File: config.mk
export PLATFORM = sky130hd
export DESIGN_NAME = sigma_delta_dac
export DESIGN_NICKNAME = d
export VERILOG_FILES = /design/src/audio_pkg.sv /design/src/sigma_delta_dac.sv
export SDC_FILE = /design/constraint.sdc
export NUM_CORES = 1
export LEC_CHECK = 0
export BUFFER_PORTS_ARGS = -buffer_cell sky130_fd_sc_hd__buf_2
export CAP_MARGIN = 20
export CELL_PAD_IN_SITES_DETAIL_PLACEMENT = 1
export CELL_PAD_IN_SITES_GLOBAL_PLACEMENT = 1
export CORE_MARGIN = 1.5
export CORE_UTILIZATION = 42
export CTS_CLUSTER_SIZE = 16
export DETAILED_ROUTE_END_ITERATION = 8
export GPL_ROUTABILITY_DRIVEN = 0
export HOLD_SLACK_MARGIN = 0.1
export PLACE_DENSITY_LB_ADDON = 0.15
export SYNTH_ARGS = -nofsm -noshare
export SYNTH_HDL_FRONTEND = slang
export SYNTH_SLANG_ARGS = --single-unit
export TNS_END_PERCENT = 10
File: constraint.sdc
create_clock -name clk_sys -period 3 [get_ports clk_sys]
set_clock_uncertainty 0.1 [all_clocks]
set_input_delay 0.15 -clock clk_sys [delete_from_list [all_inputs] [get_ports clk_sys]]
set_output_delay 0.15 -clock clk_sys [all_outputs]
set_load 0.01 [all_outputs]
File: src/audio_pkg.sv
`default_nettype none

package audio_pkg;

	localparam int SAMPLE_W = 8;

	// cartridge RAM, 4096 bytes.
	localparam int CART_AW    = 12;
	localparam int CART_BYTES = 1 << CART_AW;

	// clocks per sample and the divider built from it.
	localparam int SAMPLE_DIV = 256;
	localparam int DIV_W      = $clog2(SAMPLE_DIV);
	localparam logic [DIV_W-1:0] DIV_LAST = DIV_W'(SAMPLE_DIV - 1);

	// end of download to first counted DAC output.
	localparam int DAC_LAT = 4;

endpackage

`default_nettype wire

File: src/sigma_delta_dac.sv
`default_nettype none

module sigma_delta_dac (
	input  wire                           clk_sys,
	input  wire                           arst_n,
	input  wire [audio_pkg::SAMPLE_W-1:0] dac_i,
	output wire                           dac_o
);

	// one bit wider than the sample, top bit is the carry.
	logic [audio_pkg::SAMPLE_W:0] acc;

	always_ff @(posedge clk_sys or negedge arst_n) begin
		if (!arst_n)
			acc <= '0;
		else
			acc <= {1'b0, acc[audio_pkg::SAMPLE_W-1:0]} + {1'b0, dac_i};
	end

	// carry density tracks dac_i / 256.
	assign dac_o = acc[audio_pkg::SAMPLE_W];

endmodule

`default_nettype wire

Yosys cells after proc, flatten, opt, wreduce, memory -nomap -nowiden
Cells that the tools add are included. W data, S select, Z words.

Output and inout bits: 1. Register bits: 9. Input port bits: 10.

Add/subtract/negate cells: 1.

Operator list (count): $add A8 B8 Y9 (1).

Depth between registers and ports, before layout
Depth in word-level cells: 1. Gate-level depth with buffers: 6.

Worst setup path before layout
OpenSTA, ideal clock, no wires.

Path kind: register to register. Start: register acc[0] (netlist bit). End: register acc[8] (netlist bit). Arrival time: 1.376 ns. Cell stages (with the launch flop): 7. Setup time: 0.129 ns. Data required time: 2.771 ns. Slack: 1.396 ns. Path through: dfrtp_1 -> ha_1 -> fa_1 -> a21oi_1 -> nor2_1 -> nor2_1 -> o21ai_0.

Cells in the longest elaborated chain, start to end: 1.

RTL lines: start, declared (RTL line sigma_delta_dac.sv:11) `logic [audio_pkg::SAMPLE_W:0] acc;`; start signal, assigned (RTL line sigma_delta_dac.sv:17) `acc <= {1'b0, acc[audio_pkg::SAMPLE_W-1:0]} + {1'b0, dac_i};`; $add A8 B8 Y9 (RTL line sigma_delta_dac.sv:17).

No other way between the ends.

Worst setup path after layout
Start: input dac_i[0] (netlist bit). End: register acc[8] (netlist bit).

Cells in the longest elaborated chain, start to end: 1.

RTL lines: start, declared (RTL line sigma_delta_dac.sv:6) `input wire [audio_pkg::SAMPLE_W-1:0] dac_i,`; $add A8 B8 Y9 (RTL line sigma_delta_dac.sv:17).

No other way between the ends.

==> results.txt <==
- Outcome: finished clean
- The finished cells cover 673 um^2.
* Global Route met3 Usage: slightly below 9%
- Number of hold violations in the final report: 0
- Of the total synthesized cell area, the portion taken by AND, OR, NAND and NOR gates is 10.5%.
* Post-synthesis adder-cell area fraction: 21.9%
* Clk_lat worst skew: 270 ps
- Number of buffers added for setup after CTS: 0
- PwrDens: 1030 nW/um^2
- Final worst path period share: 64.3%
* Area share of the largest cell type after synthesis: 41.0%
* Global-route track usage on met1: between 20% and 30%
- Setup repair after global routing left no endpoint under its margin.
- Detailed placement HPWL: 900 um
- Together, buffers and inverters on the worst path number 2.
- The register with the most flip-flops in the layout has 9 of them.
- In this run the deepest clock path goes through 2 buffers.
* Crit-path cells: dlygate4sd3_1 > buf_2 > ha_1 > fa_1 > a21oi_1 > nor2_1 > nor2_1 > o21ai_0
- Wire length of the first global-routing pass: 2.15 mm
* Number of CTS-inserted buffers: 3
* CTS clock-pin slew for the worst setup and hold paths: 60 ps
- IR analysis of the VDD net gives a maximum drop of roughly 0.41 mV.
- Synthesis instantiated 21 different standard cells from the library.
- Maxcap violations: 0
- Port Buffer Count: 10
* Critical path's most frequent cell: nor2_1
- Minimum clock period after layout: 1930 ps
- Before CTS, the worst setup slack after placement is 1250 ps.
- After detailed routing, the number of remaining DRC violations is 0.
- The final layout contains routed wiring with a total length of 1.16 mm.
- The initial antenna violation count is 0.
- Count of state elements after synthesis: 9
* Top Registers: acc x9
- Rel. slew slack: 75.7%
- Setup crit start kind: input port
- Via count of the first global-routing pass: 482
- Vias after detailed routing: 450
- Once the floorplan was initialized, standard cells occupied 47.5% of the core.
- The worst setup path is of the in -> reg kind.
* Met2 routing resource usage after global routing: between 30 and 40%
* Die outline height: 39.2 um
* Syn Area/Cell: 10.8 um^2
- The filler cells instantiated in the layout total 150.
- Derived from the worst setup path, the maximum achievable clock frequency is around 520 MHz.
- After clock tree synthesis, the flow added hold-fix buffers numbering 3.
* Compound-Gate Fraction of Synth Area: 16.4%
- Final setup viols: 0
- The largest single stage delay on the critical path is approximately 530 ps.
- Largest net degree at the start of global routing: 10
* Cells after synthesis: 51
- STA puts the critical path data arrival time at roughly 2000 ps.
- Proportion of layout cells with a drive suffix above 1: 20.6%
* Layout overhead on the synthesized area: 22.6%
- Xor and xnor fraction of the mapped netlist area: 6.38%
- Among all stages on the critical path, the largest delay is contributed by dlygate4sd3_1.
- The die is between 30 and 40 um wide.
* Critical path capture point type: flop
* Busiest grt layer: met2
- Worst Path Max Fanout: 2
* WL per Instance: ~14 um
* Final TNS setup: 0 ps
- Counting flops per register, the top entry is acc.
- After synthesis, the largest family of logic cells by area is adder cells.
- CTS built an H-tree with a depth of 1.
* Via density per instance: 5.49
* Number of detailed-routing iterations run before antenna repair: 2
- Total Die Area: 1530 um^2
- The analysis attributes to cell leakage a power of 0.329 nW.
* Warning count from the yosys run: 0
* Initial DRC count: 7
- Largest cells by area after synthesis: dfrtp_1 (41%), ha_1 (18%), a21oi_1 (4.6%)
- The share of the Yosys chip area taken by registers is between 40% and 50%.
- Measured against the total synthesized area, the mux share comes to 1.82%.
- Number of resized instances in the post-cts repair step: 0
* Final net count: 88
- In this run the count of I/O pins placed on the die edge is 11.
* Actual slew at the worst max-slew pin: around 350 ps
- Area of the core: around 1200 um^2
- In this run the remaining antenna-violating nets after routing total 0.
* Req. time, crit path: 3050 ps
- Final cell utilization of the core: 58.2%
- TritonCTS built the clock tree.
- Final worst slack: 1070 ps
- The repair_antennas step left the layout with diodes totalling 0.
- Top cell type by total area after synthesis: dfrtp_1
- After global routing the overflow that remains totals 0.
* Post-Place Cell Area: 617 um^2
- Number of nets in the synthesized netlist: 70
- Root buffer selected by CTS: clkbuf_4
- All-Layer GR Usage: 22.6%
* Top Family by Delay on Critical Path: buffers and inverters
- TritonCTS sink count: 9
- Post-Syn Area: 549 um^2
* Worst hold path type: in -> reg
- The count of final max-slew check failures came to 0.
- FP Rows: 12
[routing by layer]
layer,up-vias,wire (um),share of wire (%)
met4,0,27,2.3
met5,-,0,0
met2,9,588,51
li1,223,-,-
met1,215,492,42
met3,3,55,4.7
[worst min-delay path, stage by stage]
cell,delay (ps)
buf_2,80
ha_1,130
a21oi_1,40
o21ai_0,60
[Yosys cell counts]
cell type,instances
inv_2,1
nand2_1,3
nor2b_1,2
nand3_1,2
dfrtp_1,9
a21oi_1,5
inv_1,2
fa_1,1
a221oi_1,1
nor2_1,2
a2111oi_0,1
o21bai_1,1
xor2_1,2
mux2i_1,1
o21ai_0,1
xnor2_1,2
nor3_1,2
a311o_1,2
nor4_1,1
a21o_1,2
ha_1,8
[final cells by class]
type	instances	area (um^2)	area share, %
clock buffers	4	26.3	3.90
inverters	3	11.3	1.67
multi-input cells	39	313	46.5
flip-flops and latches	9	225	33.5
well taps	14	17.5	2.60
repair buffers	13	80.1	11.9
[through the flow]
| step | hold WS (ps) | power [W] | std cells |
|---|---|---|---|
| final | 124 | 0.000690 | 82 |
| after global routing | 133 | 0.000765 | 82 |
| after CTS | 115 | 0.000702 | 82 |
| after detailed placement | -88.9 | 0.000599 | 75 |
| after global placement | -88.5 | 0.000576 | 75 |
| after floorplan | -246 | 0.000506 | 51 |
[cell usage in the layout, fill, tap and decap left out, types with 2 or more instances in the layout]
cell type and n:
xor2_1 2, nor3_1 2, ha_1 8, xnor2_1 2, a21o_1 2, nand3_1 2, nor2_1 2, inv_1 2
a21oi_1 5, nor2b_1 2, a311o_1 2, buf_2 10, dlygate4sd3_1 3, nand2_1 3, clkbuf_4 3, dfrtp_1 9
[report_power, final]
group / switching, W / total (W) / leakage, nW / internal (W)
Clock: 0.0000445 / 0.0000959 / 0.0150 / 0.0000514
Combinational: 0.000207 / 0.000382 / 0.209 / 0.000175
Sequential: 0.0000231 / 0.000212 / 0.105 / 0.000189
[worst paths after layout]
kind / from / end / slack, ps / cells past startpoint
min: dac_i[7] / acc[8] / 120 / 4
min reg2reg: acc[0] / acc[0] / 370 / 1
max reg2reg: acc[0] / acc[8] / 1260 / 6
min in group asynchronous: arst_n / acc[3] / 160 / 2
max: dac_i[0] / acc[8] / 1070 / 8
max in group asynchronous: arst_n / acc[2] / 2460 / 2
[cells by family after synthesis]
kind of cell	Yosys count
AO/OA/AOI/OAI	13
XOR/XNOR	4
adder cells (fa/ha/maj)	9
AND/OR/NAND/NOR	12
multiplexers	1
flip-flops	9
buffers and inverters	3
Power figures use the tool's default switching activity.
