<file path="config.mk">
export PLATFORM = sky130hd
export DESIGN_NAME = spi_download
export DESIGN_NICKNAME = d
export VERILOG_FILES = /design/src/io_pkg.sv /design/src/spi_download.sv
export SDC_FILE = /design/constraint.sdc
export NUM_CORES = 1
export LEC_CHECK = 0
export BUFFER_PORTS_ARGS = -buffer_cell sky130_fd_sc_hd__buf_2
export CORE_MARGIN = 2
export CORE_UTILIZATION = 55
export CTS_BUF_LIST = sky130_fd_sc_hd__clkbuf_4 sky130_fd_sc_hd__clkbuf_8
export DETAILED_ROUTE_END_ITERATION = 7
export PLACE_DENSITY = 0.88
export SLEW_MARGIN = 20
export SYNTH_ARGS = -nofsm -noshare
export SYNTH_HDL_FRONTEND = slang
export SYNTH_SLANG_ARGS = --single-unit
</file>
<file path="constraint.sdc">
create_clock -name clk_sys -period 3.4 [get_ports clk_sys]
set_clock_uncertainty 0.15 [all_clocks]
set_input_delay 0.17 -clock clk_sys [delete_from_list [all_inputs] [get_ports clk_sys]]
set_output_delay 0.17 -clock clk_sys [all_outputs]
set_load 0.005 [all_outputs]
</file>
<file path="src/io_pkg.sv">
`default_nettype none

package io_pkg;

	// file-transfer commands from the host.
	localparam logic [7:0] UIO_FILE_TX     = 8'h53;
	localparam logic [7:0] UIO_FILE_TX_DAT = 8'h54;
	localparam logic [7:0] UIO_FILE_INDEX  = 8'h55;

	// download address width.
	localparam int IOCTL_AW = 25;

	// index of the cartridge image.
	localparam logic [7:0] BIN_INDEX = 8'd0;

endpackage

`default_nettype wire
</file>
<file path="src/spi_download.sv">
`default_nettype none

module spi_download (
	input  wire                           clk_sys,
	input  wire                           arst_n,
	input  wire                           SPI_SCK,
	input  wire                           SPI_SS2,
	input  wire                           SPI_DI,
	output logic                          ioctl_download,
	output logic [7:0]                    ioctl_index,
	output logic                          ioctl_wr,
	output logic [io_pkg::IOCTL_AW-1:0]   ioctl_addr,
	output logic [7:0]                    ioctl_dout
);

	logic [2:0] sck_s;
	logic [1:0] ss_s;
	logic [1:0] di_s;
	logic       sck_rise;
	logic       frame_off;

	logic [2:0] bit_cnt;
	logic [6:0] sr;
	logic [7:0] rx_byte;
	logic       first;
	logic [7:0] cmd;

	// two-flop synchronizers, one extra stage on SCK for the edge.
	always_ff @(posedge clk_sys or negedge arst_n) begin
		if (!arst_n) begin
			sck_s <= '0;
			ss_s  <= '1;
			di_s  <= '0;
		end else begin
			sck_s <= {sck_s[1:0], SPI_SCK};
			ss_s  <= {ss_s[0], SPI_SS2};
			di_s  <= {di_s[0], SPI_DI};
		end
	end

	assign sck_rise  = sck_s[1] && !sck_s[2];
	assign frame_off = ss_s[1];
	assign rx_byte   = {sr, di_s[1]};

	// bit shifter, msb first.
	always_ff @(posedge clk_sys) begin
		if (sck_rise && !frame_off)
			sr <= {sr[5:0], di_s[1]};
	end

	always_ff @(posedge clk_sys or negedge arst_n) begin
		if (!arst_n) begin
			bit_cnt <= '0;
			first   <= 1'b1;
		end else if (frame_off) begin
			bit_cnt <= '0;
			first   <= 1'b1;
		end else if (sck_rise) begin
			bit_cnt <= bit_cnt + 3'd1;
			if (bit_cnt == 3'd7)
				first <= 1'b0;
		end
	end

	always_ff @(posedge clk_sys or negedge arst_n) begin
		if (!arst_n) begin
			cmd            <= '0;
			ioctl_download <= 1'b0;
			ioctl_index    <= '0;
			ioctl_wr       <= 1'b0;
			ioctl_addr     <= '0;
		end else begin
			ioctl_wr <= 1'b0;
			// address moves on after each write.
			if (ioctl_wr)
				ioctl_addr <= ioctl_addr + 1'b1;
			if (sck_rise && !frame_off && bit_cnt == 3'd7) begin
				if (first) begin
					cmd <= rx_byte;
				end else begin
					case (cmd)
						io_pkg::UIO_FILE_TX: begin
							if (rx_byte != 8'd0) begin
								ioctl_download <= 1'b1;
								ioctl_addr     <= '0;
							end else begin
								ioctl_download <= 1'b0;
							end
						end
						io_pkg::UIO_FILE_TX_DAT: begin
							if (ioctl_download)
								ioctl_wr <= 1'b1;
						end
						io_pkg::UIO_FILE_INDEX: ioctl_index <= rx_byte;
						default: ;
					endcase
				end
			end
		end
	end

	// data byte, held until the next one.
	always_ff @(posedge clk_sys) begin
		if (sck_rise && !frame_off && bit_cnt == 3'd7 && !first &&
				cmd == io_pkg::UIO_FILE_TX_DAT)
			ioctl_dout <= rx_byte;
	end

	wr_in_download: assert property (
		@(posedge clk_sys) disable iff (!arst_n)
		ioctl_wr |-> ioctl_download
	);

	// address only moves by one per write, except at a new start.
	addr_step: assert property (
		@(posedge clk_sys) disable iff (!arst_n)
		!$rose(ioctl_download) |->
			ioctl_addr == $past(ioctl_addr) + io_pkg::IOCTL_AW'($past(ioctl_wr))
	);

endmodule

`default_nettype wire

</file>
# Word-level counts from Yosys, hierarchy flattened
# Cells that the tools add are included.
# Widths: inputs -> output; s select.
[totals]
elab_cells = 49
output_inout_bits = 43
regBits = 69
[op_classes]
muxes = 15
add_sub_neg = 2
n_reduce_logical = 15
n_bitwise = 1
n_eq_ne = 4
[op_table]
columns = ["operator", "n"]
rows = [
  ["$mux 25", 5],
  ["$add 25x1->25 const B", 1],
  ["$eq 8x7->1 const B", 3],
  ["$mux 1", 8],
  ["$reduce_bool 8->1", 1],
  ["$mux 3", 2],
  ["$reduce_and 3->1", 2],
  ["$logic_and 1x1->1", 5],
  ["$reduce_and 2->1", 2],
  ["$reduce_bool 2->1", 2],
  ["$add 3x1->3 const B", 1],
  ["$eq 3x3->1 const B", 1],
  ["$logic_not 1->1", 3],
  ["$not 1->1", 1],
]

# Longest topological paths before layout
[logic_depth]
depth_word = 6
depth_mapped = 7
mapped_depth_nobuf = 6

# Worst setup path after synthesis
# No wires, ideal clock.
[synth_timing]
path_type = "register to register"
from = "register cmd[3]"
to = "register ioctl_dout[0], enable pin"
t_required_ns = 2.863
synth_period_minus_slack_ns = 2.151
stages_incl_launch_ff = 4
t_arrival_ns = 1.614
path_buffers = 0
setup_time_ns = 0.387
slack_ns = 1.249
cell_sequence = "dfrtp_1 -> nor4b_2 -> nand4b_1 -> nor3b_1"
[synth_via]
elab_chain_len = 2
[synth_rtl]
columns = ["item", "line", "text"]
rows = [
  ["from (decl)", "spi_download.sv:26", "logic [7:0] cmd;"],
  ["from (signal assigned)", "spi_download.sv:79", "cmd <= rx_byte;"],
  ["$eq 8x7->1", "spi_download.sv:105", "cmd == io_pkg::UIO_FILE_TX_DAT)"],
  ["$logic_and 1x1->1", "spi_download.sv:104", "if (sck_rise && !frame_off && bit_cnt == 3'd7 && !first &&"],
  ["to (signal assigned)", "spi_download.sv:106", "ioctl_dout <= rx_byte;"],
  ["to (decl)", "spi_download.sv:13", "output logic [7:0] ioctl_dout"],
]
# Every way passes these cells.
# A chain may end at the register's enable or synchronous reset.

# Worst setup path after layout
# Same ends and word-level chain as after synthesis.

==> impl_metrics.ini <==
[power]
clkPwrFrac_pct = 42.5
power_frac_seq_pct = 55.8
powerDensity_nw_per_um2 = 450.2
comb_power_share_pct = 1.7
p_leak_nw = 1.602
ir_drop_mv = 0.3266
p_int_mw = 1.206
swShare_pct = 21.68
p_switching_mw = 0.3338

[synth]
synthFlopType = dfrtp_1
synth_nets = 226
synth_area_um2 = 2877
async_flop_share_pct = 78.26
syn-instance-count = 218
ys_ff_latch = 69
synthTopCellsByCount = dfrtp_1, nor2_1, mux2_2
synth_top_cell_area_share_pct = 44.37
ys_types = 40
ys.warnings.count = 0
avgSynthCellArea_um2 = 13.19
synth_edf_count = 15
netlist.top_cell.by_area = dfrtp_1
synthTopCellsByArea = dfrtp_1, edfxtp_1, mux2_2
ys_seq_area_share_pct = 62.77
synth.most_common_cell = dfrtp_1

[clock_network]
cts_resized = 0
worstSkewPairLatency_ns = 0.34
htreeDepth = 3
cts_tree = built
cts_sinks = 69
clockBufferDepth = 2
clockRootBuffer = clkbuf_8
cts_made_buffers = 9
clk_pin_slew_ns = 0.08

[timing]
rsz0062_at_grt = no
fin_crit_ns = 2.403
worst_slew_pin_slew_ns = 0.7918
fin_crit_sh_pct = 70.67
setup_violations = 0
drv_slew = 0
maxSlewHeadroom_pct = 47.10
finalHoldViolCount = 0
fmax_mhz = 416.2
setup_tns_ns = 0

[setup_path]
cp.depth = 4
reg2reg_from = cmd[3]
r2r_slack_ns = 1.0
startpoint = cmd[3]
critical-path-max-stage-delay_ns = 0.71
reg2reg_depth = 4
cp_top_family = simple AND/OR/NAND/NOR gates
required_ns = 3.30
end_kind = flip-flop
endpoint = ioctl_dout[0]
startpoint_type = flip-flop
worstSetupPathType = reg -> reg
path_cells = nor4b_2, nand4b_1, nor3b_1, buf_4
path_buf_inv = 1
worst_path_max_delay_cell = nor3b_1
worst_ep_arrival_time_ns = 2.30
r2r_end = ioctl_dout[0]
crit_fanout = 5

[global_routing]
grt.total_usage_pct = 19.76
grt_remaining_overflow = 0
grt_max_degree = 33
grt_pass1_vias = 1875
grt_first_pass_wirelength_mm = 8.956
grt_antenna_before_repair = 0

[detailed_routing]
firstDrtPassIters = 4
detail-route-antenna-nets = 0
viasPerCell = 5.420
num_vias = 1908
drc = 0
routedWlPerCell_um = 15.33
drt_iter0_markers = 148
drt_wl_total_mm = 5.395

[placement]
port_buffers = 47
globalplace.congestion = 0.7724
place_hpwl_mm = 3.673

[min_path]
hp-class = in -> async

[floorplan]
ios = 48
die_w_um = 76.32
rows = 26
die_h_um = 76.32
die-area_um2 = 5825
start_util_pct = 56.68
coreArea_um2 = 5075

[cells_and_area]
area_growth_pct = 18.88
drive_gt1_share_pct = 33.69
diodes = 0
nNetsFinal = 285
nFillCells = 396
final_core_util_pct = 67.38

[run_status]
status = finished clean

[job]
maxCapViolCount = 0
[worst min-delay path by stage]
| stage | start | to | slack (ns) | cells after the start |
|---|---|---|---|---|
| after CTS | arst_n | ioctl_addr[23] | 0.19 | 2 |
| after floorplan | arst_n | bit_cnt[0] | -0.28 | 0 |
| after detailed placement | arst_n | ioctl_addr[22] | 0.02 | 1 |
| final | arst_n | ioctl_addr[20] | 0.18 | 2 |
| after global placement | arst_n | ioctl_addr[21] | 0.01 | 1 |
| after global routing | di_s[0] | di_s[1] | 0.19 | 0 |
[layout make-up]
| cell class | count | area [um2] | area share, % |
|---|---|---|---|
| repair buffers | 54 | 297.8 | 8.708 |
| well taps | 70 | 87.58 | 2.561 |
| clock inverters | 6 | 63.81 | 1.866 |
| inverters | 3 | 11.26 | 0.3293 |
| clock buffers | 10 | 131.4 | 3.842 |
| multi-input cells | 140 | 1022 | 29.89 |
| flip-flops and latches | 69 | 1805 | 52.80 |
[flip-flops by register name, summed over array words and instances, names as in the netlist]
register,cells
ioctl_addr,25
cmd,8
ioctl_dout,8
ioctl_index,8
sr,7
bit_cnt,3
sck_s,3
di_s,2
ss_s,2
first,1
ioctl_download,1
ioctl_wr,1
[power groups by stage]
| stage | combinational [mW] | clock [mW] | sequential, mW |
|---|---|---|---|
| 6_report | 0.0254 | 0.654 | 0.860 |
| 2_1_floorplan | 0.00573 | 0 | 0.874 |
| 3_5_place_dp | 0.0230 | 0 | 0.876 |
| 5_1_grt | 0.0297 | 0.700 | 0.861 |
| 4_1_cts | 0.0266 | 0.664 | 0.860 |
| 3_3_place_gp | 0.0221 | 0 | 0.876 |
[per-layer routing]
layer	global-route usage [%]	wire length (um)	up-vias
met5	0	0	-
met4	5.818	46	0
met3	6.398	178	5
met2	30.71	2667	39
met1	26.92	2503	943
li1	-	-	921
[cell families after synthesis]
| family | share of synthesized area [%] |
|---|---|
| DFF | 62.77 |
| muxes | 8.003 |
| xor gates and xnor gates | 3.958 |
| buffers and inverters | 1.696 |
| and+or+nand+nor | 17.44 |
| adders and majority gates | 1.305 |
| AOI/OAI and AO/OA | 4.828 |
[metrics by stage]
| step | total power [mW] | hold WS (ns) | worst slack, ns | instances | instance area (um2) |
|---|---|---|---|---|---|
| final | 1.539 | 0.1788 | 0.9971 | 352 | 3420 |
| after CTS | 1.551 | 0.1873 | 0.9754 | 352 | 3420 |
| after global routing | 1.590 | 0.1921 | 0.8592 | 352 | 3420 |
| after global placement | 0.8980 | 0.01116 | 1.179 | 332 | 3184 |
| after detailed placement | 0.8991 | 0.02117 | 1.002 | 332 | 3184 |
| after floorplan | 0.8796 | -0.2756 | 1.249 | 218 | 2877 |
[what timing repair did]
action | in CTS | in global routing
hold buffers | 4 | 0
endpoints found under the hold margin | 25 | 0
buffers inserted | 0 | 0
[cell usage in the layout (no fill, tap or decap), drive strengths merged, types with 2 or more instances in the layout]
| cell type | n |
|---|---|
| a21oi | 11 |
| and3 | 3 |
| and4 | 5 |
| buf | 50 |
| clkbuf | 10 |
| clkinvlp | 4 |
| dfrtp | 51 |
| dfstp | 3 |
| dlygate4sd3 | 4 |
| edfxtp | 15 |
| ha | 3 |
| inv | 3 |
| mux2 | 16 |
| mux2i | 5 |
| nand2 | 8 |
| nand2b | 3 |
| nand3 | 6 |
| nand4 | 7 |
| nand4b | 2 |
| nor2 | 22 |
| nor3 | 4 |
| o21ai | 6 |
| o31ai | 5 |
| or3 | 5 |
| or4 | 8 |
| xnor2 | 6 |
| xor2 | 7 |
[worst register-to-register path: cells and delay by family (launching register included)]
| family | cells | cell delay [ns] |
|---|---|---|
| flip-flops | 1 | 0.39 |
| AND/OR/NAND/NOR | 3 | 1.30 |
| buffers and inverters | 1 | 0.27 |
Note: power is estimated with default switching activity, not from simulation.
