`src/audio_pkg.sv`:
```
`default_nettype none

package audio_pkg;

	localparam int SAMPLE_W = 8;

	// cartridge RAM, 4096 bytes.
	localparam int CART_AW    = 12;
	localparam int CART_BYTES = 1 << CART_AW;

	// clocks per sample and the divider built from it.
	localparam int SAMPLE_DIV = 256;
	localparam int DIV_W      = $clog2(SAMPLE_DIV);
	localparam logic [DIV_W-1:0] DIV_LAST = DIV_W'(SAMPLE_DIV - 1);

	// end of download to first counted DAC output.
	localparam int DAC_LAT = 4;

endpackage

`default_nettype wire

```
`src/sample_player.sv`:
```
`default_nettype none

module sample_player (
	input  wire                            clk_sys,
	input  wire                            arst_n,
	input  wire                            ioctl_download,
	input  wire  [audio_pkg::CART_AW:0]    rom_len,
	input  wire  [audio_pkg::SAMPLE_W-1:0] rom_do,
	output logic [audio_pkg::CART_AW-1:0]  rom_addr,
	output logic [audio_pkg::SAMPLE_W-1:0] sample
);

	typedef enum logic [1:0] {
		IDLE,
		PRIME,
		PLAY
	} state_t;

	state_t                       state;
	logic [audio_pkg::DIV_W-1:0]  div;
	logic [audio_pkg::CART_AW:0]  addr_inc;
	logic                         wrap;

	assign addr_inc = {1'b0, rom_addr} + 1'b1;
	assign wrap     = addr_inc == rom_len;

	always_ff @(posedge clk_sys or negedge arst_n) begin
		if (!arst_n) begin
			state    <= IDLE;
			div      <= '0;
			rom_addr <= '0;
			sample   <= '0;
		end else if (ioctl_download) begin
			state    <= IDLE;
			div      <= '0;
			rom_addr <= '0;
			sample   <= '0;
		end else begin
			case (state)
				IDLE: begin
					rom_addr <= '0;
					sample   <= '0;
					div      <= '0;
					if (rom_len != '0)
						state <= PRIME;
				end
				// ram output for address 0 lands this cycle.
				PRIME: begin
					div   <= audio_pkg::DIV_LAST;
					state <= PLAY;
				end
				PLAY: begin
					if (div == audio_pkg::DIV_LAST) begin
						div      <= '0;
						sample   <= rom_do;
						rom_addr <= wrap ? '0 : addr_inc[audio_pkg::CART_AW-1:0];
					end else begin
						div <= div + 1'b1;
					end
				end
				default: state <= IDLE;
			endcase
		end
	end

	addr_below_len: assert property (
		@(posedge clk_sys) disable iff (!arst_n)
		state == PLAY |-> {1'b0, rom_addr} < rom_len
	);

endmodule

`default_nettype wire

```
`config.mk`:
```
export PLATFORM = sky130hd
export DESIGN_NAME = sample_player
export DESIGN_NICKNAME = d
export VERILOG_FILES = /design/src/audio_pkg.sv /design/src/sample_player.sv
export SDC_FILE = /design/constraint.sdc
export NUM_CORES = 1
export LEC_CHECK = 0
export BUFFER_PORTS_ARGS = -buffer_cell sky130_fd_sc_hd__buf_2
export CORE_MARGIN = 2
export CORE_UTILIZATION = 30
export CTS_CLUSTER_DIAMETER = 30
export DETAILED_ROUTE_END_ITERATION = 12
export PLACE_DENSITY = 0.45
export SLEW_MARGIN = 40
export SYNTH_ARGS = -nofsm -noshare
export SYNTH_HDL_FRONTEND = slang
export SYNTH_SLANG_ARGS = --single-unit
```
`constraint.sdc`:
```
create_clock -name clk_sys -period 6.1 [get_ports clk_sys]
set_clock_uncertainty 0.1 [all_clocks]
set_input_delay 0 -clock clk_sys [delete_from_list [all_inputs] [get_ports clk_sys]]
set_output_delay 0 -clock clk_sys [all_outputs]
set_load 0.03 [all_outputs]
```
; ---- Word-level counts from Yosys, hierarchy flattened
; Index checks and enable logic that the tools add are counted.
[totals]
ff_bits = 30
input_bits = 24
output_inout_bits = 20
[classes]
n_addsub = 2
n_eq_ne = 7
muxes = 13
reduce_logical = 6
[ops]
columns = operator, n
row1 = $mux 12, 3
row2 = $mux 8, 4
row3 = $pmux 12 s2, 1
row4 = $pmux 8 s3, 1
row5 = $pmux 8 s2, 1
row6 = $add 12x1->13 const B, 1
row7 = $eq 13x13->1, 1
row8 = $reduce_bool 13->1, 1
row9 = $add 8x1->8 const B, 1
row10 = $eq 8x8->1 const B, 1
row11 = $ne 3x3->1 const B, 2
row12 = $pmux 2 s3, 1
row13 = $mux 2, 2
row14 = $reduce_and 2->1, 2
row15 = $reduce_bool 4->1, 1
row16 = $reduce_bool 3->1, 1
row17 = $eq 2x1->1 const B, 1
row18 = $eq 2x2->1 const B, 1
row19 = $logic_not 2->1, 1
row20 = $ne 2x2->1 const B, 1

; ---- Logic depth before layout (Yosys ltp)
; Gate-level depths: netlist (run 1).
[depth]
depth_word = 6
mapped_depth = 10
ltp_nobuf = 8

; ---- Least setup slack after synthesis (run 1)
; OpenSTA, ideal clock, no wires.
[synth_timing]
path_kind = register to register
startpoint = reg rom_addr[0] (netlist bit)
endpoint = reg rom_addr[4] (netlist bit)
setup_time_ns = 0.118
arrival_time_ns = 2.603
slack_ns = 3.279
stages_incl_launch_ff = 10
path_buffers = 1
period_less_slack_ns = 2.821
path_cell_list = dfrtp_1 > ha_1 > or3b_1 > a211o_1 > a32oi_1 > nand4_1 > o31ai_4 > buf_6 > o22ai_1 > a21o_1
[synth_via]
elab_chain_len = 6
[synth_lines]
columns = item, line
row1 = start: declaration, sample_player.sv:9  ; output logic [audio_pkg::CART_AW-1:0] rom_addr,
row2 = start signal: assignment, sample_player.sv:56  ; rom_addr <= wrap ? '0 : addr_inc[audio_pkg::CART_AW-1:0];
row3 = $add 12x1->13 *, sample_player.sv:24  ; assign addr_inc = {1'b0, rom_addr} + 1'b1;
row4 = $eq 13x13->1, sample_player.sv:25  ; assign wrap = addr_inc == rom_len;
row5 = $mux 12 *, sample_player.sv:56
row6 = $mux 12 *, sample_player.sv:53  ; if (div == audio_pkg::DIV_LAST) begin
row7 = $pmux 12 s2 *, sample_player.sv:39  ; case (state)
row8 = $mux 12 *, sample_player.sv:33  ; end else if (ioctl_download) begin
; Mark *: on every way between the ends. The rest lies on a longest branch, timed or not. The select of a mux whose other input is x is not followed.
; A chain may end at the register's enable or synchronous reset.

; ---- Final worst setup path (run 1)
; Same ends and word-level chain as after synthesis.

==> results of run 1 <==
per-stage QoR:
stage / utilization / cells / hold WS [ns]
final: 0.383 / 351 / 0.0463
after floorplan: - / 223 / -0.396
after global routing: 0.383 / 351 / 0.0644
after detailed placement: 0.356 / 335 / 0.0131
after CTS: 0.382 / 351 / 0.0395
after global placement: 0.355 / 335 / 0.0107
worst max-delay path by stage:
stage	start	end	slack, ns	depth (start not counted)
3_5_place_dp	rom_addr[0]	rom_addr[4]	3.09	8
4_1_cts	rom_addr[0]	rom_addr[4]	3.06	8
2_1_floorplan	rom_addr[0]	rom_addr[4]	3.28	9
6_report	rom_addr[0]	rom_addr[4]	3.08	8
5_1_grt	state[0]	rom_addr[10]	2.88	9
3_3_place_gp	rom_addr[0]	rom_addr[4]	3.12	8
state kept, by name, indices dropped and copies added, names as in the netlist:
register and flops:
state 2, sample 8, rom_addr 12, div 8
what timing repair did:
item | in CTS | in global routing
endpoints found under the hold margin | 38 | 0
endpoints found under the setup margin | 0 | 0
hold buffers | 9 | 0
layout make-up:
cell class                 count  share of cell area
multi-input combinational    173               0.471
sequential                    30               0.309
timing repair buffer          54               0.133
tap                           77              0.0396
clock buffer                   5              0.0283
inverter                      10              0.0154
clock inverter                 2             0.00412
kinds of logic after synthesis:
kind of cell | after synthesis | share of synthesized area
flip-flops | 30 | 0.380
multiplexers | 1 | 0.00569
adder cells (fa/ha/maj) | 6 | 0.0379
XOR/XNOR | 18 | 0.0797
AO/OA/AOI/OAI | 61 | 0.210
AND/OR/NAND/NOR | 87 | 0.243
buffers and inverters | 20 | 0.0443
layout by cell type (no fill, tap or decap), types with 4 or more instances in the layout:
cell | netlist | layout
sky130_fd_sc_hd__a22o_1 | 8 | 8
sky130_fd_sc_hd__o21ai_0 | 15 | 15
sky130_fd_sc_hd__nor2_1 | 9 | 9
sky130_fd_sc_hd__xnor2_1 | 10 | 10
sky130_fd_sc_hd__a21oi_1 | 8 | 8
sky130_fd_sc_hd__ha_1 | 6 | 6
sky130_fd_sc_hd__and3_1 | 6 | 6
sky130_fd_sc_hd__buf_2 | 1 | 42
sky130_fd_sc_hd__nand3_1 | 6 | 6
sky130_fd_sc_hd__nand4_1 | 6 | 6
sky130_fd_sc_hd__nor3_1 | 6 | 5
sky130_fd_sc_hd__a21o_1 | 6 | 6
sky130_fd_sc_hd__inv_1 | 10 | 10
sky130_fd_sc_hd__nand2_1 | 23 | 23
sky130_fd_sc_hd__clkbuf_8 | 0 | 5
sky130_fd_sc_hd__nor4_1 | 5 | 5
sky130_fd_sc_hd__xor2_1 | 8 | 8
sky130_fd_sc_hd__dlygate4sd3_1 | 0 | 9
sky130_fd_sc_hd__nand2b_1 | 4 | 4
sky130_fd_sc_hd__a31oi_1 | 6 | 6
sky130_fd_sc_hd__dfrtp_1 | 30 | 30
power by group:
part	leakage, nW	switching [mW]	internal, mW	total (mW)
Combinational	0.673	0.0573	0.0381	0.0953
Sequential	0.415	0.00925	0.208	0.217
Clock	0.0438	0.0830	0.0766	0.160
Total	1.13	0.149	0.323	0.472
layer usage:
metal  routed length (um)  track usage  vias up
met1                 2810        0.235      898
met2                 2420        0.236       48
li1                     -            -      917
met4                   63       0.0476        0
met5                    0            0        -
met3                  251       0.0282        6
worst register-to-register path: stages (launching register included):
cell and delay (ns):
sky130_fd_sc_hd__dfrtp_1 0.48, sky130_fd_sc_hd__ha_1 0.31, sky130_fd_sc_hd__or3b_1 0.37, sky130_fd_sc_hd__a211o_1 0.30, sky130_fd_sc_hd__a32oi_1 0.19, sky130_fd_sc_hd__nand4_1 0.19, sky130_fd_sc_hd__o31ai_4 0.63, sky130_fd_sc_hd__o22ai_1 0.14
sky130_fd_sc_hd__a21o_1 0.20
==> impl_metrics.prom, run 1 <==
# TYPE chip_impl_metric gauge
chip_impl_info{name="commonest_register_cell_after_synthesis",value="sky130_fd_sc_hd__dfrtp_1"} 1
chip_impl_metric{name="critical_path_arrival",unit="ns"} 3.10
chip_impl_metric{name="cp_num_buf_inv",unit=""} 0
chip_impl_metric{name="hpwl",unit="mm"} 3.84
chip_impl_info{name="synth.top_cells.by_area",value="sky130_fd_sc_hd__dfrtp_1 38%, sky130_fd_sc_hd__xnor2_1 4.4%, sky130_fd_sc_hd__nand2_1 4.4%"} 1
chip_impl_metric{name="gr-total-overflow",unit=""} 0
chip_impl_metric{name="dr.pass1.iters",unit=""} 4
chip_impl_metric{name="die_w",unit="um"} 85.2
chip_impl_metric{name="grt_first_pass_wirelength",unit="mm"} 9.15
chip_impl_metric{name="post-route-min-period",unit="ns"} 3.02
chip_impl_metric{name="worst_pin_slew",unit="ns"} 0.695
chip_impl_metric{name="fin_crit_sh",unit=""} 0.495
chip_impl_metric{name="ant_nets",unit=""} 0
chip_impl_metric{name="cts-buffers-inserted",unit=""} 5
chip_impl_metric{name="drt_wl_cell",unit="um"} 15.8
chip_impl_metric{name="cp_peak_stage_delay",unit="ns"} 0.63
chip_impl_info{name="slowest_stage",value="sky130_fd_sc_hd__o31ai_4"} 1
chip_impl_metric{name="die_height",unit="um"} 85.2
chip_impl_metric{name="final_net_count",unit=""} 304
chip_impl_metric{name="setup_violations",unit=""} 0
chip_impl_metric{name="placementRows",unit=""} 29
chip_impl_metric{name="report.final.hold_viol_count",unit=""} 0
chip_impl_metric{name="postLayoutCellArea",unit="sq um"} 2430
chip_impl_metric{name="yosys_register_bits",unit=""} 30
chip_impl_metric{name="power.leakage",unit="nW"} 1.13
chip_impl_info{name="status",value="complete, no violations"} 1
chip_impl_metric{name="count_of_flip_flops_with_a_built_in_enable_after_synthesis",unit=""} 0
chip_impl_info{name="hold-path-endpoint",value="state[0]"} 1
chip_impl_metric{name="clk-insertion-delay-late",unit="ns"} 0.29
chip_impl_metric{name="rr_worst_depth",unit=""} 8
chip_impl_info{name="min_from",value="ioctl_download"} 1
chip_impl_info{name="synth_largest_area_cell",value="sky130_fd_sc_hd__dfrtp_1"} 1
chip_impl_metric{name="peakVddDrop",unit="mV"} 0.0981
chip_impl_metric{name="hold-path-cell-count",unit=""} 3
chip_impl_info{name="crit_path_cell_trace",value="ha_1 -> or3b_1 -> a211o_1 -> a32oi_1 -> nand4_1 -> o31ai_4 -> o22ai_1 -> a21o_1"} 1
chip_impl_metric{name="unique_cell_type_count_in_the_yosys_netlist",unit=""} 50
chip_impl_metric{name="remaining_drc_errors",unit=""} 0
chip_impl_metric{name="area.growth.synth_to_final",unit="%"} 22.9
chip_impl_info{name="worst_r2r_startpoint",value="rom_addr[0]"} 1
chip_impl_metric{name="postCtsResizedCells",unit=""} 0
chip_impl_info{name="synth_most_common_cell",value="sky130_fd_sc_hd__dfrtp_1"} 1
chip_impl_metric{name="cts_sinks",unit=""} 30
chip_impl_metric{name="largest_net_degree_at_the_start_of_global_routing",unit=""} 31
chip_impl_info{name="min_path_type",value="in -> reg"} 1
chip_impl_metric{name="placement.cell_area",unit="sq um"} 2260
chip_impl_metric{name="synth-async-reset-ratio",unit=""} 1.00
chip_impl_metric{name="portBuffers",unit=""} 43
chip_impl_metric{name="clk_pin_slew",unit="ns"} 0.07
chip_impl_info{name="worst_path_dominant_cell_family",value="compound AO/OA/AOI/OAI gates"} 1
chip_impl_metric{name="maxCapViolCount",unit=""} 0
chip_impl_metric{name="detail_route.vias_per_cell",unit=""} 5.32
chip_impl_metric{name="max_clock_freq",unit="MHz"} 331
chip_impl_info{name="crit_type",value="reg -> reg"} 1
chip_impl_metric{name="die_area",unit="sq um"} 7260
chip_impl_info{name="synth.cells.most_frequent",value="30 x sky130_fd_sc_hd__dfrtp_1, 23 x sky130_fd_sc_hd__nand2_1, 15 x sky130_fd_sc_hd__o21ai_0"} 1
chip_impl_info{name="reg2reg_to",value="rom_addr[4]"} 1
chip_impl_metric{name="multi_input_area",unit="sq um"} 1140
chip_impl_metric{name="final_layout_size_suffix_gt1_frac",unit=""} 0.215
chip_impl_metric{name="avgSynthCellArea",unit="sq um"} 8.87
chip_impl_metric{name="syn-instance-count",unit=""} 223
chip_impl_metric{name="grt_pass1_vias",unit=""} 1756
chip_impl_metric{name="pnr_worst_setup_slack",unit="ns"} 3.08
chip_impl_metric{name="floorplan.initialDensity",unit=""} 0.312
chip_impl_metric{name="fillerInstances",unit=""} 665
chip_impl_metric{name="power.density",unit="nW/um^2"} 194
chip_impl_info{name="worstSetupEndpointType",value="flop"} 1
chip_impl_metric{name="postCtsSetupBuffers",unit=""} 0
chip_impl_metric{name="pre_cts_slack",unit="ns"} 3.09
chip_impl_metric{name="worst-r2r-setup-slack",unit="ns"} 3.08
chip_impl_metric{name="antenna_cells_inserted",unit=""} 0
chip_impl_metric{name="clock_tree.htree_level_count",unit=""} 2
chip_impl_info{name="cts_tree",value="built"} 1
chip_impl_metric{name="netlist_area_before_placement",unit="sq um"} 1980
chip_impl_metric{name="finalWirelength",unit="mm"} 5.54
chip_impl_metric{name="totalNegativeSetupSlack",unit="ns"} 0
chip_impl_metric{name="synthesis.nets",unit=""} 253
chip_impl_metric{name="antenna_found_initial",unit=""} 0
chip_impl_metric{name="critical_path_peak_fanout",unit=""} 14
chip_impl_metric{name="drt-initial-drc-count",unit=""} 140
chip_impl_metric{name="vias",unit=""} 1869
chip_impl_metric{name="floorplan.io_pins",unit=""} 44
chip_impl_metric{name="globalplace.congestion",unit=""} 0.798
chip_impl_metric{name="placeableCoreArea",unit="sq um"} 6350
chip_impl_info{name="clk_root_buffer_cell",value="sky130_fd_sc_hd__clkbuf_8"} 1
chip_impl_metric{name="power_total",unit="uW"} 472
chip_impl_metric{name="relative_max_transition_margin",unit=""} 0.535
chip_impl_info{name="grt_setup_unrepaired",value="no"} 1
chip_impl_metric{name="drv_slew",unit=""} 0
chip_impl_metric{name="critical_path_required_time",unit="ns"} 6.18
chip_impl_metric{name="synth-seq-area-share",unit=""} 0.380
chip_impl_metric{name="yosys_synthesis_warning_count",unit=""} 0
chip_impl_metric{name="cts_buffer_depth",unit=""} 2
chip_impl_metric{name="register_area",unit="sq um"} 751
chip_impl_metric{name="grtUsageTotal",unit=""} 0.159
chip_impl_info{name="setup.worst_path.start_class",value="flop"} 1
chip_impl_metric{name="synth.top_cell.area_share",unit=""} 0.380
No activity file was read; power rests on OpenSTA's default activity.
==> inputs of run 2 (changes only) <==
==> constraint.sdc (replaced) <==
create_clock -name clk_sys -period 3.1 [get_ports clk_sys]
set_clock_uncertainty 0.1 [all_clocks]
set_input_delay 0 -clock clk_sys [delete_from_list [all_inputs] [get_ports clk_sys]]
set_output_delay 0 -clock clk_sys [all_outputs]
set_load 0.03 [all_outputs]
==> run 2 against run 1 <==
  * Routed wire length is 1.5% lower
  * Register-to-register slack worse by 2.8 ns
  * Via count barely moved
  * Sequential share of layout area fell by 1.0 points
  * Total power up 100%
  * Sequential power grew 96%
  * Utilization rose by 1.3 points
  * Global-route usage about the same
  * Largest power group unchanged
  * Fmax rose by 6.1%
  * Non-clock buffer count rose by 7
  * Combinational power up 100%
  * Hold slack better by 0.0043 ns
==> impl_metrics.prom, run 2 (synthesis gave the netlist of run 1 again) <==
# TYPE chip_impl_metric gauge
chip_impl_info{name="most_flops_register",value="rom_addr"} 1
chip_impl_metric{name="placeableCoreArea",unit="sq um"} 6350
chip_impl_metric{name="largest_net_degree_at_the_start_of_global_routing",unit=""} 31
chip_impl_metric{name="pnr_worst_setup_slack",unit="ns"} 0.251
chip_impl_metric{name="antenna_cells_inserted",unit=""} 0
chip_impl_metric{name="remaining_drc_errors",unit=""} 0
chip_impl_metric{name="floorplan.initialDensity",unit=""} 0.312
chip_impl_info{name="status",value="complete, no violations"} 1
chip_impl_info{name="most_used_cells_in_the_layout_excluding_fill_and_tap_cells",value="42 x sky130_fd_sc_hd__buf_2, 30 x sky130_fd_sc_hd__dfrtp_1, 23 x sky130_fd_sc_hd__nand2_1"} 1
chip_impl_metric{name="p_int",unit="uW"} 666
chip_impl_info{name="crit_type",value="reg -> reg"} 1
chip_impl_metric{name="grt_first_pass_wirelength",unit="mm"} 9.06
chip_impl_metric{name="finalWirelength",unit="mm"} 5.46
chip_impl_metric{name="ant_nets",unit=""} 0
chip_impl_info{name="worstSetupEndpointType",value="flop"} 1
chip_impl_info{name="worst_path_dominant_cell_family",value="simple AND/OR/NAND/NOR gates"} 1
chip_impl_metric{name="cp_num_buf_inv",unit=""} 1
chip_impl_metric{name="report.final.hold_viol_count",unit=""} 0
chip_impl_metric{name="power_total",unit="uW"} 958
chip_impl_metric{name="netSwitchingPower",unit="uW"} 293
chip_impl_metric{name="finalNonFillerCells",unit=""} 359
chip_impl_info{name="min_from",value="ioctl_download"} 1
chip_impl_info{name="min_path_type",value="in -> reg"} 1
chip_impl_info{name="reg2reg_to",value="rom_addr[7]"} 1
chip_impl_metric{name="detail_route.vias_per_cell",unit=""} 5.20
chip_impl_metric{name="final_layout_size_suffix_gt1_frac",unit=""} 0.238
chip_impl_metric{name="max_clock_freq",unit="MHz"} 351
chip_impl_metric{name="hpwl",unit="mm"} 3.96
chip_impl_metric{name="pre_cts_slack",unit="ns"} 0.283
chip_impl_info{name="cts_tree",value="built"} 1
chip_impl_metric{name="worst-r2r-setup-slack",unit="ns"} 0.25
chip_impl_metric{name="final_net_count",unit=""} 311
chip_impl_metric{name="register_area",unit="sq um"} 751
chip_impl_metric{name="critical_path_peak_fanout",unit=""} 10
chip_impl_info{name="layout_commonest_cell",value="sky130_fd_sc_hd__buf_2"} 1
chip_impl_metric{name="placementRows",unit=""} 29
chip_impl_metric{name="rr_worst_depth",unit=""} 9
chip_impl_metric{name="postCtsResizedCells",unit=""} 0
chip_impl_metric{name="largest_reg_flops",unit=""} 12
chip_impl_metric{name="switching_share",unit=""} 0.305
chip_impl_metric{name="power.density",unit="nW/um^2"} 381
chip_impl_metric{name="drt_wl_cell",unit="um"} 15.2
chip_impl_metric{name="peakVddDrop",unit="mV"} 0.263
chip_impl_metric{name="floorplan.io_pins",unit=""} 44
chip_impl_info{name="clk_root_buffer_cell",value="sky130_fd_sc_hd__clkbuf_8"} 1
chip_impl_metric{name="drt-initial-drc-count",unit=""} 128
chip_impl_metric{name="drv_slew",unit=""} 0
chip_impl_metric{name="gr-total-overflow",unit=""} 0
chip_impl_info{name="grt_setup_unrepaired",value="no"} 1
chip_impl_metric{name="relative_max_transition_margin",unit=""} 0.614
chip_impl_info{name="setup.worst_path.start_class",value="flop"} 1
chip_impl_info{name="crit_path_cell_trace",value="ha_1 -> nor2b_1 -> or4b_1 -> a32oi_1 -> nand4_1 -> o31ai_4 -> buf_12 -> o22ai_1 -> a21o_1"} 1
chip_impl_metric{name="die_area",unit="sq um"} 7260
chip_impl_metric{name="combinational_cell_fraction_of_total_power",unit=""} 0.201
chip_impl_metric{name="area.growth.synth_to_final",unit="%"} 27.0
chip_impl_metric{name="setup_violations",unit=""} 0
chip_impl_metric{name="cts_buffer_depth",unit=""} 2
chip_impl_metric{name="dr.pass1.iters",unit=""} 4
chip_impl_metric{name="cts-buffers-inserted",unit=""} 5
chip_impl_metric{name="vias",unit=""} 1868
chip_impl_metric{name="number_of_instances_in_the_placed_design",unit=""} 342
chip_impl_metric{name="die_height",unit="um"} 85.2
chip_impl_metric{name="hold-path-cell-count",unit=""} 3
chip_impl_metric{name="antenna_found_initial",unit=""} 0
chip_impl_metric{name="portBuffers",unit=""} 43
chip_impl_metric{name="cp_peak_stage_delay",unit="ns"} 0.51
chip_impl_metric{name="globalplace.congestion",unit=""} 0.810
chip_impl_metric{name="worst_pin_slew",unit="ns"} 0.576
chip_impl_metric{name="die_w",unit="um"} 85.2
chip_impl_metric{name="clock_tree.htree_level_count",unit=""} 2
chip_impl_info{name="layout_top_registers",value="rom_addr (12), div (8), sample (8)"} 1
chip_impl_info{name="hold-path-endpoint",value="state[0]"} 1
chip_impl_metric{name="critical_path_arrival",unit="ns"} 2.93
chip_impl_metric{name="power.clock.fraction",unit=""} 0.354
chip_impl_metric{name="fillerInstances",unit=""} 645
chip_impl_metric{name="post-route-min-period",unit="ns"} 2.85
chip_impl_metric{name="clk-insertion-delay-late",unit="ns"} 0.28
chip_impl_metric{name="clk_pin_slew",unit="ns"} 0.07
chip_impl_metric{name="part_of_the_power_in_registers",unit=""} 0.444
chip_impl_metric{name="maxCapViolCount",unit=""} 0
chip_impl_metric{name="grtUsageTotal",unit=""} 0.159
chip_impl_metric{name="critical_path_required_time",unit="ns"} 3.18
chip_impl_info{name="slowest_stage",value="sky130_fd_sc_hd__or4b_1"} 1
chip_impl_metric{name="cts_sinks",unit=""} 30
chip_impl_info{name="worst_r2r_startpoint",value="rom_addr[1]"} 1
chip_impl_metric{name="grt_pass1_vias",unit=""} 1777
chip_impl_metric{name="multi_input_area",unit="sq um"} 1140
chip_impl_metric{name="power.leakage",unit="nW"} 1.18
chip_impl_metric{name="fin_crit_sh",unit=""} 0.919
chip_impl_metric{name="totalNegativeSetupSlack",unit="ns"} 0
run 2: cell types whose count changed in the layout (fill, tap and decap cells not counted):
cell and change:
sky130_fd_sc_hd__buf_12 +1, sky130_fd_sc_hd__buf_4 +6, sky130_fd_sc_hd__clkbuf_8 +1, sky130_fd_sc_hd__clkinv_2 -1, sky130_fd_sc_hd__clkinvlp_4 +1
run 2: routing by layer:
| layer | routed length (um) | global-route usage | up-vias | part of all wire |
|---|---|---|---|---|
| li1 | - | - | 933 | - |
| met1 | 2720 | 0.236 | 875 | 0.50 |
| met2 | 2360 | 0.228 | 58 | 0.43 |
| met3 | 353 | 0.0399 | 2 | 0.065 |
| met4 | 29 | 0.0476 | 0 | 0.0053 |
| met5 | 0 | 0 | - | 0 |
run 2: per-stage QoR:
step,utilization,cell area [sq um],hold slack [ns]
3_5_place_dp,0.366,2320,0.00196
3_3_place_gp,0.365,2320,0.0104
4_1_cts,0.395,2510,0.0424
2_1_floorplan,-,1980,-0.396
5_1_grt,0.396,2510,0.0615
6_report,0.396,2510,0.0506
run 2: how the worst max path moves through the flow:
stage	endpoint	start	slack, ns	cells after the start
final	rom_addr[7]	rom_addr[1]	0.25	9
after global routing	rom_addr[4]	rom_addr[1]	0.15	9
after CTS	rom_addr[7]	rom_addr[1]	0.26	9
after detailed placement	rom_addr[7]	rom_addr[1]	0.28	9
after global placement	rom_addr[4]	rom_addr[1]	0.32	9
after floorplan	rom_addr[4]	rom_addr[0]	0.28	9
run 2: final cells by class:
cell class                      instances  share of cell area
Clock buffer                            6              0.0329
Inverter                               10              0.0149
Sequential cell                        30               0.299
Timing Repair Buffer                   61               0.154
Clock inverter                          2             0.00498
Tap cell                               77              0.0383
Multi-Input combinational cell        173               0.456
run 2: worst min-delay path, delay by kind of cell:
family	cells	cell delay, ns
AND/OR/NAND/NOR	1	0.13
AO/OA/AOI/OAI	1	0.07
buffers and inverters	1	0.19
run 2: timing repair:
item                                    in CTS  in global routing
hold endpoints to repair                    38                  0
endpoints found under the setup margin       0                  0
setup buffers                                0                  0
hold buffers                                 9                  0
run 2: power by group through the flow:
stage	logic (mW)	registers, mW	clock network [mW]
CTS	0.195	0.426	0.353
global placement	0.185	0.433	0
floorplan	0.106	0.439	0
detailed placement	0.185	0.433	0
finish	0.193	0.426	0.339
global route	0.217	0.429	0.375
